===== config.mk =====
export PLATFORM = sky130hd
export DESIGN_NAME = mem_read_top
export DESIGN_NICKNAME = d
export VERILOG_FILES = /design/src/hw/mem_read_pkg.sv /design/src/hw/icache.sv /design/src/hw/icache_refill.sv /design/src/hw/read_arbiter.sv /design/src/hw/clint.sv /design/src/hw/mem_read_top.sv
export SDC_FILE = /design/constraint.sdc
export NUM_CORES = 1
export LEC_CHECK = 0
export CAP_MARGIN = 15
export CORE_MARGIN = 4
export CORE_UTILIZATION = 55
export CTS_BUF_LIST = sky130_fd_sc_hd__clkbuf_4 sky130_fd_sc_hd__clkbuf_8
export CTS_CLUSTER_DIAMETER = 100
export DETAILED_ROUTE_END_ITERATION = 10
export DONT_BUFFER_PORTS = 1
export HOLD_SLACK_MARGIN = 0.05
export PLACE_DENSITY = 0.74
export SKIP_LAST_GASP = 1
export SLEW_MARGIN = 15
export SYNTH_ARGS = -nofsm -noshare
export SYNTH_HDL_FRONTEND = slang
export SYNTH_SLANG_ARGS = --single-unit

===== constraint.sdc =====
create_clock -name clock -period 13.8 [get_ports clock]
set_input_delay 1.38 -clock clock [delete_from_list [all_inputs] [get_ports clock]]
set_output_delay 1.38 -clock clock [all_outputs]
set_load 0.05 [all_outputs]

===== src/hw/mem_read_pkg.sv =====
package mem_read_pkg;

    localparam int addr_w = 32;
    localparam int data_w = 32;
    localparam int id_w = 4;
    localparam int len_w = 8;

    localparam int line_bytes = 16;
    localparam int line_words = line_bytes / (data_w / 8);
    localparam int cache_lines = 4;
    localparam int offset_w = $clog2(line_bytes);
    localparam int index_w = $clog2(cache_lines);
    localparam int tag_w = addr_w - index_w - offset_w;

    localparam logic [len_w-1:0] refill_len = 8'd3;   // four beats per line.
    localparam logic [2:0] word_size = 3'd2;
    localparam logic [1:0] burst_incr = 2'd1;

    localparam logic [addr_w-1:0] clint_base = 32'h0200_0000;
    localparam logic [addr_w-1:0] clint_mask = 32'hffff_0000;
    localparam logic [addr_w-1:0] mtime_lo_addr = clint_base + 32'h0000_bff8;
    localparam logic [addr_w-1:0] mtime_hi_addr = clint_base + 32'h0000_bffc;

    localparam logic [id_w-1:0] refill_id = 4'd0;
    localparam logic [id_w-1:0] data_id = 4'd1;

    typedef struct packed {
        logic [addr_w-1:0] addr;
        logic [id_w-1:0]   id;
        logic [len_w-1:0]  len;
        logic [2:0]        size;
        logic [1:0]        burst;
    } axi_ar_t;

    typedef struct packed {
        logic [data_w-1:0] data;
        logic [1:0]        resp;
        logic              last;
        logic [id_w-1:0]   id;
    } axi_r_t;

    typedef logic [line_words-1:0][data_w-1:0] line_t;

    typedef union packed {
        logic [addr_w-1:0] raw;
        struct packed {
            logic [tag_w-1:0]      tag;
            logic [index_w-1:0]    index;
            logic [offset_w-3:0]   word_off;
            logic [1:0]            byte_off;
        } fields;
    } fetch_addr_t;

endpackage


===== src/hw/icache.sv =====
`timescale 1ns/100ps

module icache
    import mem_read_pkg::*;
(
    input  logic              clock,
    input  logic              rst,
    input  logic              fetch_valid,
    input  fetch_addr_t       fetch_addr,
    input  logic              flush,
    output logic              fetch_ready,
    output logic              fetch_hit,
    output logic [data_w-1:0] fetch_data,
    output logic              refill_req,
    output logic [addr_w-1:0] refill_addr,
    input  logic              refill_done,
    input  line_t             refill_line
);

    logic [tag_w-1:0]       tag_q [cache_lines];
    line_t                  line_q [cache_lines];
    logic [cache_lines-1:0] valid_q;
    fetch_addr_t            req_q;
    logic                   hit;

    enum logic {idle, wait_refill} state_q;

    assign hit = valid_q[fetch_addr.fields.index] &&
                 (tag_q[fetch_addr.fields.index] == fetch_addr.fields.tag);

    assign refill_req = (state_q == wait_refill);
    assign refill_addr = {req_q.raw[addr_w-1:offset_w], {offset_w{1'b0}}};  // line aligned.

    always_ff @(posedge clock) begin
        if (rst) begin
            state_q <= idle;
            valid_q <= '0;
            fetch_ready <= 1'b0;
        end else begin
            fetch_ready <= 1'b0;
            if (flush) begin
                valid_q <= '0;  // fence.i drops every line.
            end
            case (state_q)
                idle: begin
                    if (fetch_valid) begin
                        if (hit) begin
                            fetch_ready <= 1'b1;
                        end else begin
                            state_q <= wait_refill;
                        end
                    end
                end
                wait_refill: begin
                    if (refill_done) begin
                        valid_q[req_q.fields.index] <= 1'b1;
                        fetch_ready <= 1'b1;
                        state_q <= idle;
                    end
                end
                default: state_q <= idle;
            endcase
        end
    end

    always_ff @(posedge clock) begin
        if (fetch_valid && state_q == idle) begin
            req_q <= fetch_addr;
            fetch_hit <= hit;
            fetch_data <= line_q[fetch_addr.fields.index][fetch_addr.fields.word_off];
        end
        if (refill_done) begin
            tag_q[req_q.fields.index] <= req_q.fields.tag;
            line_q[req_q.fields.index] <= refill_line;
            fetch_data <= refill_line[req_q.fields.word_off];  // answer straight from the new line.
        end
    end

endmodule


===== src/hw/icache_refill.sv =====
`timescale 1ns/100ps

module icache_refill
    import mem_read_pkg::*;
(
    input  logic              clock,
    input  logic              rst,
    input  logic              refill_req,
    input  logic [addr_w-1:0] refill_addr,
    output logic              refill_done,
    output line_t             refill_line,
    output logic              ar_valid,
    output axi_ar_t           ar,
    input  logic              ar_ready,
    input  logic              r_valid,
    input  axi_r_t            r,
    output logic              r_ready
);

    logic [$clog2(line_words)-1:0] beat_q;
    line_t                         buf_q;
    line_t                         line_next;

    enum logic [1:0] {idle, addr_phase, data_phase} state_q;

    assign ar_valid = (state_q == addr_phase);
    assign ar = '{addr: refill_addr, id: refill_id, len: refill_len,
                  size: word_size, burst: burst_incr};
    assign r_ready = (state_q == data_phase);

    // the last beat goes straight to the cache together with the buffered ones.
    always_comb begin
        line_next = buf_q;
        line_next[beat_q] = r.data;
    end

    assign refill_line = line_next;
    assign refill_done = r_valid && r_ready && r.last;

    always_ff @(posedge clock) begin
        if (rst) begin
            state_q <= idle;
            beat_q <= '0;
        end else begin
            case (state_q)
                idle: begin
                    if (refill_req) begin
                        state_q <= addr_phase;
                    end
                end
                addr_phase: begin
                    if (ar_ready) begin
                        beat_q <= '0;
                        state_q <= data_phase;
                    end
                end
                data_phase: begin
                    if (r_valid) begin
                        beat_q <= beat_q + 1'b1;
                        if (r.last) begin
                            state_q <= idle;
                        end
                    end
                end
                default: state_q <= idle;
            endcase
        end
    end

    always_ff @(posedge clock) begin
        if (r_valid && r_ready) begin
            buf_q <= line_next;
        end
    end

endmodule


===== src/hw/read_arbiter.sv =====
`timescale 1ns/100ps

module read_arbiter
    import mem_read_pkg::*;
(
    input  logic    clock,
    input  logic    rst,
    input  logic    refill_ar_valid,
    input  axi_ar_t refill_ar,
    output logic    refill_ar_ready,
    output logic    refill_r_valid,
    output axi_r_t  refill_r,
    input  logic    refill_r_ready,
    input  logic    data_ar_valid,
    input  axi_ar_t data_ar,
    output logic    data_ar_ready,
    output logic    data_r_valid,
    output axi_r_t  data_r,
    input  logic    data_r_ready,
    output logic    mem_ar_valid,
    output axi_ar_t mem_ar,
    input  logic    mem_ar_ready,
    input  logic    mem_r_valid,
    input  axi_r_t  mem_r,
    output logic    mem_r_ready,
    output logic    clint_ar_valid,
    output axi_ar_t clint_ar,
    input  logic    clint_ar_ready,
    input  logic    clint_r_valid,
    input  axi_r_t  clint_r,
    output logic    clint_r_ready
);

    logic    grant_q;   // high while the data port owns the bus.
    logic    target_q;  // high while the timer is the target.
    axi_ar_t win_ar;
    axi_ar_t sel_ar;
    logic    sel_ar_valid;
    logic    sel_ar_ready;
    axi_r_t  sel_r;
    logic    sel_r_valid;
    logic    sel_r_ready;

    enum logic [1:0] {idle, addr_phase, data_phase} state_q;

    assign win_ar = data_ar_valid ? data_ar : refill_ar;

    assign sel_ar = grant_q ? data_ar : refill_ar;
    assign sel_ar_valid = (state_q == addr_phase) && (grant_q ? data_ar_valid : refill_ar_valid);
    assign sel_ar_ready = (state_q == addr_phase) && (target_q ? clint_ar_ready : mem_ar_ready);
    assign mem_ar_valid = sel_ar_valid && !target_q;
    assign clint_ar_valid = sel_ar_valid && target_q;
    assign mem_ar = sel_ar;
    assign clint_ar = sel_ar;
    assign data_ar_ready = sel_ar_ready && grant_q;
    assign refill_ar_ready = sel_ar_ready && !grant_q;

    assign sel_r = target_q ? clint_r : mem_r;
    assign sel_r_valid = (state_q == data_phase) && (target_q ? clint_r_valid : mem_r_valid);
    assign sel_r_ready = (state_q == data_phase) && (grant_q ? data_r_ready : refill_r_ready);
    assign mem_r_ready = sel_r_ready && !target_q;
    assign clint_r_ready = sel_r_ready && target_q;
    assign data_r = sel_r;
    assign refill_r = sel_r;
    assign data_r_valid = sel_r_valid && grant_q;
    assign refill_r_valid = sel_r_valid && !grant_q;

    always_ff @(posedge clock) begin
        if (rst) begin
            state_q <= idle;
            grant_q <= 1'b0;
            target_q <= 1'b0;
        end else begin
            case (state_q)
                idle: begin
                    if (data_ar_valid || refill_ar_valid) begin
                        grant_q <= data_ar_valid;  // data port wins a tie.
                        target_q <= ((win_ar.addr & clint_mask) == clint_base);
                        state_q <= addr_phase;
                    end
                end
                addr_phase: begin
                    if (sel_ar_valid && sel_ar_ready) begin
                        state_q <= data_phase;
                    end
                end
                data_phase: begin
                    if (sel_r_valid && sel_r_ready && sel_r.last) begin
                        state_q <= idle;
                    end
                end
                default: state_q <= idle;
            endcase
        end
    end

endmodule


===== src/hw/clint.sv =====
`timescale 1ns/100ps

module clint
    import mem_read_pkg::*;
(
    input  logic    clock,
    input  logic    rst,
    input  logic    ar_valid,
    input  axi_ar_t ar,
    output logic    ar_ready,
    output logic    r_valid,
    output axi_r_t  r,
    input  logic    r_ready
);

    logic [63:0]       mtime_q;
    logic [data_w-1:0] rdata_q;
    logic [id_w-1:0]   rid_q;

    assign ar_ready = !r_valid;  // one read in flight at a time.
    assign r = '{data: rdata_q, resp: 2'b00, last: 1'b1, id: rid_q};

    always_ff @(posedge clock) begin
        if (rst) begin
            mtime_q <= '0;
            r_valid <= 1'b0;
        end else begin
            mtime_q <= mtime_q + 64'd1;
            if (ar_valid && ar_ready) begin
                r_valid <= 1'b1;
            end else if (r_ready) begin
                r_valid <= 1'b0;
            end
        end
    end

    // address bit 2 picks the upper half of mtime.
    always_ff @(posedge clock) begin
        if (ar_valid && ar_ready) begin
            rdata_q <= ar.addr[2] ? mtime_q[63:32] : mtime_q[31:0];
            rid_q <= ar.id;
        end
    end

endmodule


===== src/hw/mem_read_top.sv =====
`timescale 1ns/100ps

module mem_read_top
    import mem_read_pkg::*;
(
    input  logic              clock,
    input  logic              rst,
    input  logic              fetch_valid,
    input  fetch_addr_t       fetch_addr,
    input  logic              flush,
    output logic              fetch_ready,
    output logic              fetch_hit,
    output logic [data_w-1:0] fetch_data,
    input  logic              data_ar_valid,
    input  axi_ar_t           data_ar,
    output logic              data_ar_ready,
    output logic              data_r_valid,
    output axi_r_t            data_r,
    input  logic              data_r_ready,
    output logic              mem_ar_valid,
    output axi_ar_t           mem_ar,
    input  logic              mem_ar_ready,
    input  logic              mem_r_valid,
    input  axi_r_t            mem_r,
    output logic              mem_r_ready
);

    logic              refill_req;
    logic [addr_w-1:0] refill_addr;
    logic              refill_done;
    line_t             refill_line;

    logic    refill_ar_valid, refill_ar_ready, refill_r_valid, refill_r_ready;
    axi_ar_t refill_ar;
    axi_r_t  refill_r;
    logic    clint_ar_valid, clint_ar_ready, clint_r_valid, clint_r_ready;
    axi_ar_t clint_ar;
    axi_r_t  clint_r;

    icache u_icache (
        .clock, .rst, .fetch_valid, .fetch_addr, .flush,
        .fetch_ready, .fetch_hit, .fetch_data,
        .refill_req, .refill_addr, .refill_done, .refill_line
    );

    icache_refill u_refill (
        .clock, .rst, .refill_req, .refill_addr, .refill_done, .refill_line,
        .ar_valid (refill_ar_valid),
        .ar       (refill_ar),
        .ar_ready (refill_ar_ready),
        .r_valid  (refill_r_valid),
        .r        (refill_r),
        .r_ready  (refill_r_ready)
    );

    read_arbiter u_arbiter (
        .clock, .rst,
        .refill_ar_valid, .refill_ar, .refill_ar_ready,
        .refill_r_valid, .refill_r, .refill_r_ready,
        .data_ar_valid, .data_ar, .data_ar_ready, .data_r_valid, .data_r, .data_r_ready,
        .mem_ar_valid, .mem_ar, .mem_ar_ready, .mem_r_valid, .mem_r, .mem_r_ready,
        .clint_ar_valid, .clint_ar, .clint_ar_ready,
        .clint_r_valid, .clint_r, .clint_r_ready
    );

    clint u_clint (
        .clock, .rst,
        .ar_valid (clint_ar_valid),
        .ar       (clint_ar),
        .ar_ready (clint_ar_ready),
        .r_valid  (clint_r_valid),
        .r        (clint_r),
        .r_ready  (clint_r_ready)
    );

endmodule


==> results.txt <==
Clock tree synthesis selected as its root buffer the cell clkbuf_8. Counting instances, the worst hold path has a depth of 2. Setup repair after global routing left no endpoint under its margin. The run gives 83.7 mm as the total wirelength of the detailed-routed design. After detailed routing, the number of remaining DRC violations is 0. The critical path is of the reg -> reg type. The count of synthesis-stage warnings from yosys was 0; the count of flip-flops with a built-in enable after synthesis was 843. The tools report the setup TNS as 0 ns. Pin placement for this block handled 254 I/O pins.

The quantity of I/O buffers inserted on ports is 0. The number of cells traversed by the worst register-to-register path works out to 6. In the post-synthesis netlist, the biggest area contributors are edfxtp_1, mux4_2, dfxtp_1. Yosys mapped the design onto 55 distinct sky130hd cell types. The tools report the setup-violating endpoint count in the final report as 0. The tools report the critical path capture point type as a register. The TritonCTS buffer count was 146. After synthesis, the largest area contributor takes up 67.2% of total cell area. Across the run, the number of max-cap violations was 0. The worst pin sits at a relative slew slack of 26.5%.

The flow ran to the end, and the final reports show no timing, DRC or antenna violations. The row count was 95. edfxtp_1 takes more of the synthesized area than any other cell. The most repeated library cell on the critical path was buf_4. Along the worst path, the maximum fanout reaches 57. The setup slack after placement is 8.35 ns, and the routability congestion estimate from global placement is 0.816. The first global-routing pass estimated 126 mm of wire.

On the final layout, the worst hold slack is 0.485 ns. The vias after detailed routing is 20038, and the setup skew after layout is 0.0348 ns. The total area inside the core boundary comes to 67500 um^2. Leaving out fill and tap cells, the most frequent cells in the layout are edfxtp_1, nor2_1, mux4_2. The worst register-to-register path begins at u_arbiter.target_q. The post-detailed-route count of antenna-violating nets is 0. Leaving out fill and tap cells, the most frequent cell in the layout is edfxtp_1. The critical path goes through a22o_1, nand2_1, nor3_1, and3_4, buf_4, buf_4. Die width: 270 um.

The top flip-flop cell by instance count after synthesis is edfxtp_1. The instance count on the critical path works out to 6. The tools report the destination of the worst register-to-register timing path as u_icache.line_q[3][114]. The logs give 0.0114 uW for the leakage power summed over all cells and 201 MHz for the fmax. The ratio of cells with drive above 1 in the final layout is 24.4%, and the mean instance size in the synthesized netlist is 17.4 um^2. Global routing consumed, over all layers together, 22.9% of the routing resources. For the cts-stage hold buffer count, the log shows 0. The tools report the number of design-rule violations left by the first detailed-router iteration as 2120. Number of hold-slack violations in the final timing report: 0. STA puts the critical path data arrival time at 5.35 ns. Power spread over the standard cell area amounts to 135 nW/um^2. The area growth from synthesis to layout is 10.1%. STA classifies the critical path startpoint as a register.

The count of cells in the finished layout, fillers not included, comes to 3218. The run gives 14.19 ns as the required time of the critical path. In this run the most critical hold path is launched from u_icache.valid_q[2]. The slowest cell on the critical path was dfxtp_4.

TritonCTS built the clock tree. Of the available clock period, the critical path in the final layout requires 36.0%. The maximum number of pins on one net before global-route repair was 178; the first-pass iteration count of the detailed router was 5. Including well taps, the total number of placed cells is 2949. The die covers 72800 um^2. The number of gates resized after CTS was 0. Setup slack on the worst reg-to-reg path comes out at 8.84 ns. The H-tree generated during clock tree synthesis spans 4 levels. The largest single stage delay on the critical path is 0.95 ns. At the pin with the least slew margin, the transition time is 1.10 ns.

The number of buffers on the longest clock path is 3, and the detailed-placement wirelength estimate is 46.6 mm. For this configuration, the core starts out at a cell density of 55.8%. The tools report the number of nets at the end of the flow as 2357. Counting every instance in the synthesized netlist gives 2167. The run gives 2300 as the number of nets produced by synthesis.

Dividing the detail-routed via count by the number of cells gives 6.23. Sequential elements use 71.4% of the synthesized area. Synthesis inferred 922 register bits. Counting every sink on the clock net gives 922. The endpoint of the worst hold-timing path was u_icache.valid_q[2].

For the number of antenna violations at the first check in global routing, the log shows 7. The layout filler cell count is 4728. The smallest clock period supported by the final layout is computed as 4.96 ns.

Clock latency on the worst-skew pair, taken at its later pin, is 0.79 ns. The max-slew violation total from the final report is 0, and the worst setup margin is 8.84 ns. Together, buffers and inverters on the worst path number 2. The gate family responsible for the most delay along the worst path was simple AND/OR/NAND/NOR gates. Counting flops with an async set or reset pin after synthesis yields a share of 0%. The per-cell routed wire length came out at 26.0 um. From bottom edge to top edge, the die measures 270 um. The number of global-route vias before repair is 20387. Global routing finished with a remaining overflow of 0.

The number of setup buffers added after CTS is 0. The largest voltage drop on the vdd net is 0.103 mV, and the clock edge transition at the registers on the reported setup and hold paths is 0.06 ns. Cells fill 61.5% of the core in the end. The synthesized netlist occupies a cell area of 37700 um^2. Worst hold path class: reg -> reg.
==> area by class of cell <==
type	instances	area, um^2	share of cell area, %
clock inverters	76	547	1.32
flip-flops and latches	922	26900	64.8
clock buffers	189	2370	5.71
repair buffers	23	173	0.416
diodes	4	10.0	0.0241
inverters	52	195	0.470
well taps	873	1090	2.63
multi-input cells	1079	10200	24.6
==> metal layers <==
metal,up-vias,share of wire [%],global-route usage [%]
met1,10272,40,31.6
met3,135,8.4,5.47
met2,946,49,37.1
li1,8679,-,-
met5,-,0.047,0
met4,6,2.2,6.67
==> cells by family after synthesis <==
| kind of cell | synth area share (%) |
|---|---|
| flip-flops | 71.4 |
| AO/OA/AOI/OAI | 3.18 |
| buffers and inverters | 1.74 |
| adder cells (fa/ha/maj) | 0.166 |
| multiplexers | 16.5 |
| XOR/XNOR | 1.63 |
| AND/OR/NAND/NOR | 5.42 |
==> worst max path at each step <==
stage                  startpoint                 endpoint  slack [ns]
2_1_floorplan         mem_r_valid    u_icache.line_q[0][0]        0.28
3_3_place_gp          mem_r_valid   u_icache.line_q[3][50]        8.32
3_5_place_dp          mem_r_valid   u_icache.line_q[3][50]        8.35
4_1_cts        u_arbiter.target_q  u_icache.line_q[3][111]        8.82
5_1_grt        u_arbiter.target_q   u_icache.line_q[3][13]        8.63
6_report       u_arbiter.target_q  u_icache.line_q[3][114]        8.84
==> sequential cells by signal, indices dropped and copies added (netlist names), 2 cells and up <==
| register | count |
|---|---|
| u_refill.state_q | 2 |
| u_icache.valid_q | 4 |
| u_refill.buf_q | 128 |
| u_arbiter.state_q | 2 |
| u_icache.fetch_data | 32 |
| u_clint.rdata_q | 32 |
| u_icache.line_q | 512 |
| u_icache.req_q | 30 |
| u_refill.beat_q | 2 |
| u_clint.mtime_q | 64 |
| u_clint.rid_q | 4 |
| u_icache.tag_q | 104 |
==> worst register-to-register path, stage by stage, from the launching register on <==
cell,delay (ns)
dfxtp_4,0.95
a22o_1,0.35
nand2_1,0.11
nor3_1,0.63
and3_4,0.89
buf_4,0.85
buf_4,0.75
==> Yosys cell counts, types with 3 or more instances <==
library cell,instances
nor2_1,219
buf_1,25
nand3_1,21
nand2_1,50
mux4_2,201
edfxtp_1,843
dfxtp_1,79
o31ai_1,3
and3_1,10
xor2_1,27
and2_1,22
inv_1,52
mux2i_1,64
or3_1,10
and4_1,4
a2111oi_0,4
mux2_2,93
nor3_2,5
nor4b_1,3
buf_2,11
nor4_1,12
o22ai_1,6
ha_1,5
xnor2_1,43
a22oi_1,4
nand4_1,22
clkbuf_1,74
buf_4,3
nor3_1,15
o21ai_0,32
nand2b_1,11
a21oi_1,150
nor2b_1,11
==> report_power, final <==
part	total [uW]	leakage, uW	switching, uW	internal [uW]
Clock	2310	0.00153	1050	1260
Combinational	206	0.00330	134	72.2
Sequential	3070	0.00658	32.6	3030
Total	5580	0.0114	1220	4370
==> through the flow <==
step | area, um^2 | total power, uW
floorplan | 37700 | 3320
global placement | 38600 | 3330
detailed placement | 38600 | 3330
CTS | 41500 | 5630
global route | 41500 | 5780
finish | 41500 | 5580
(Power assumes the default switching activity.)
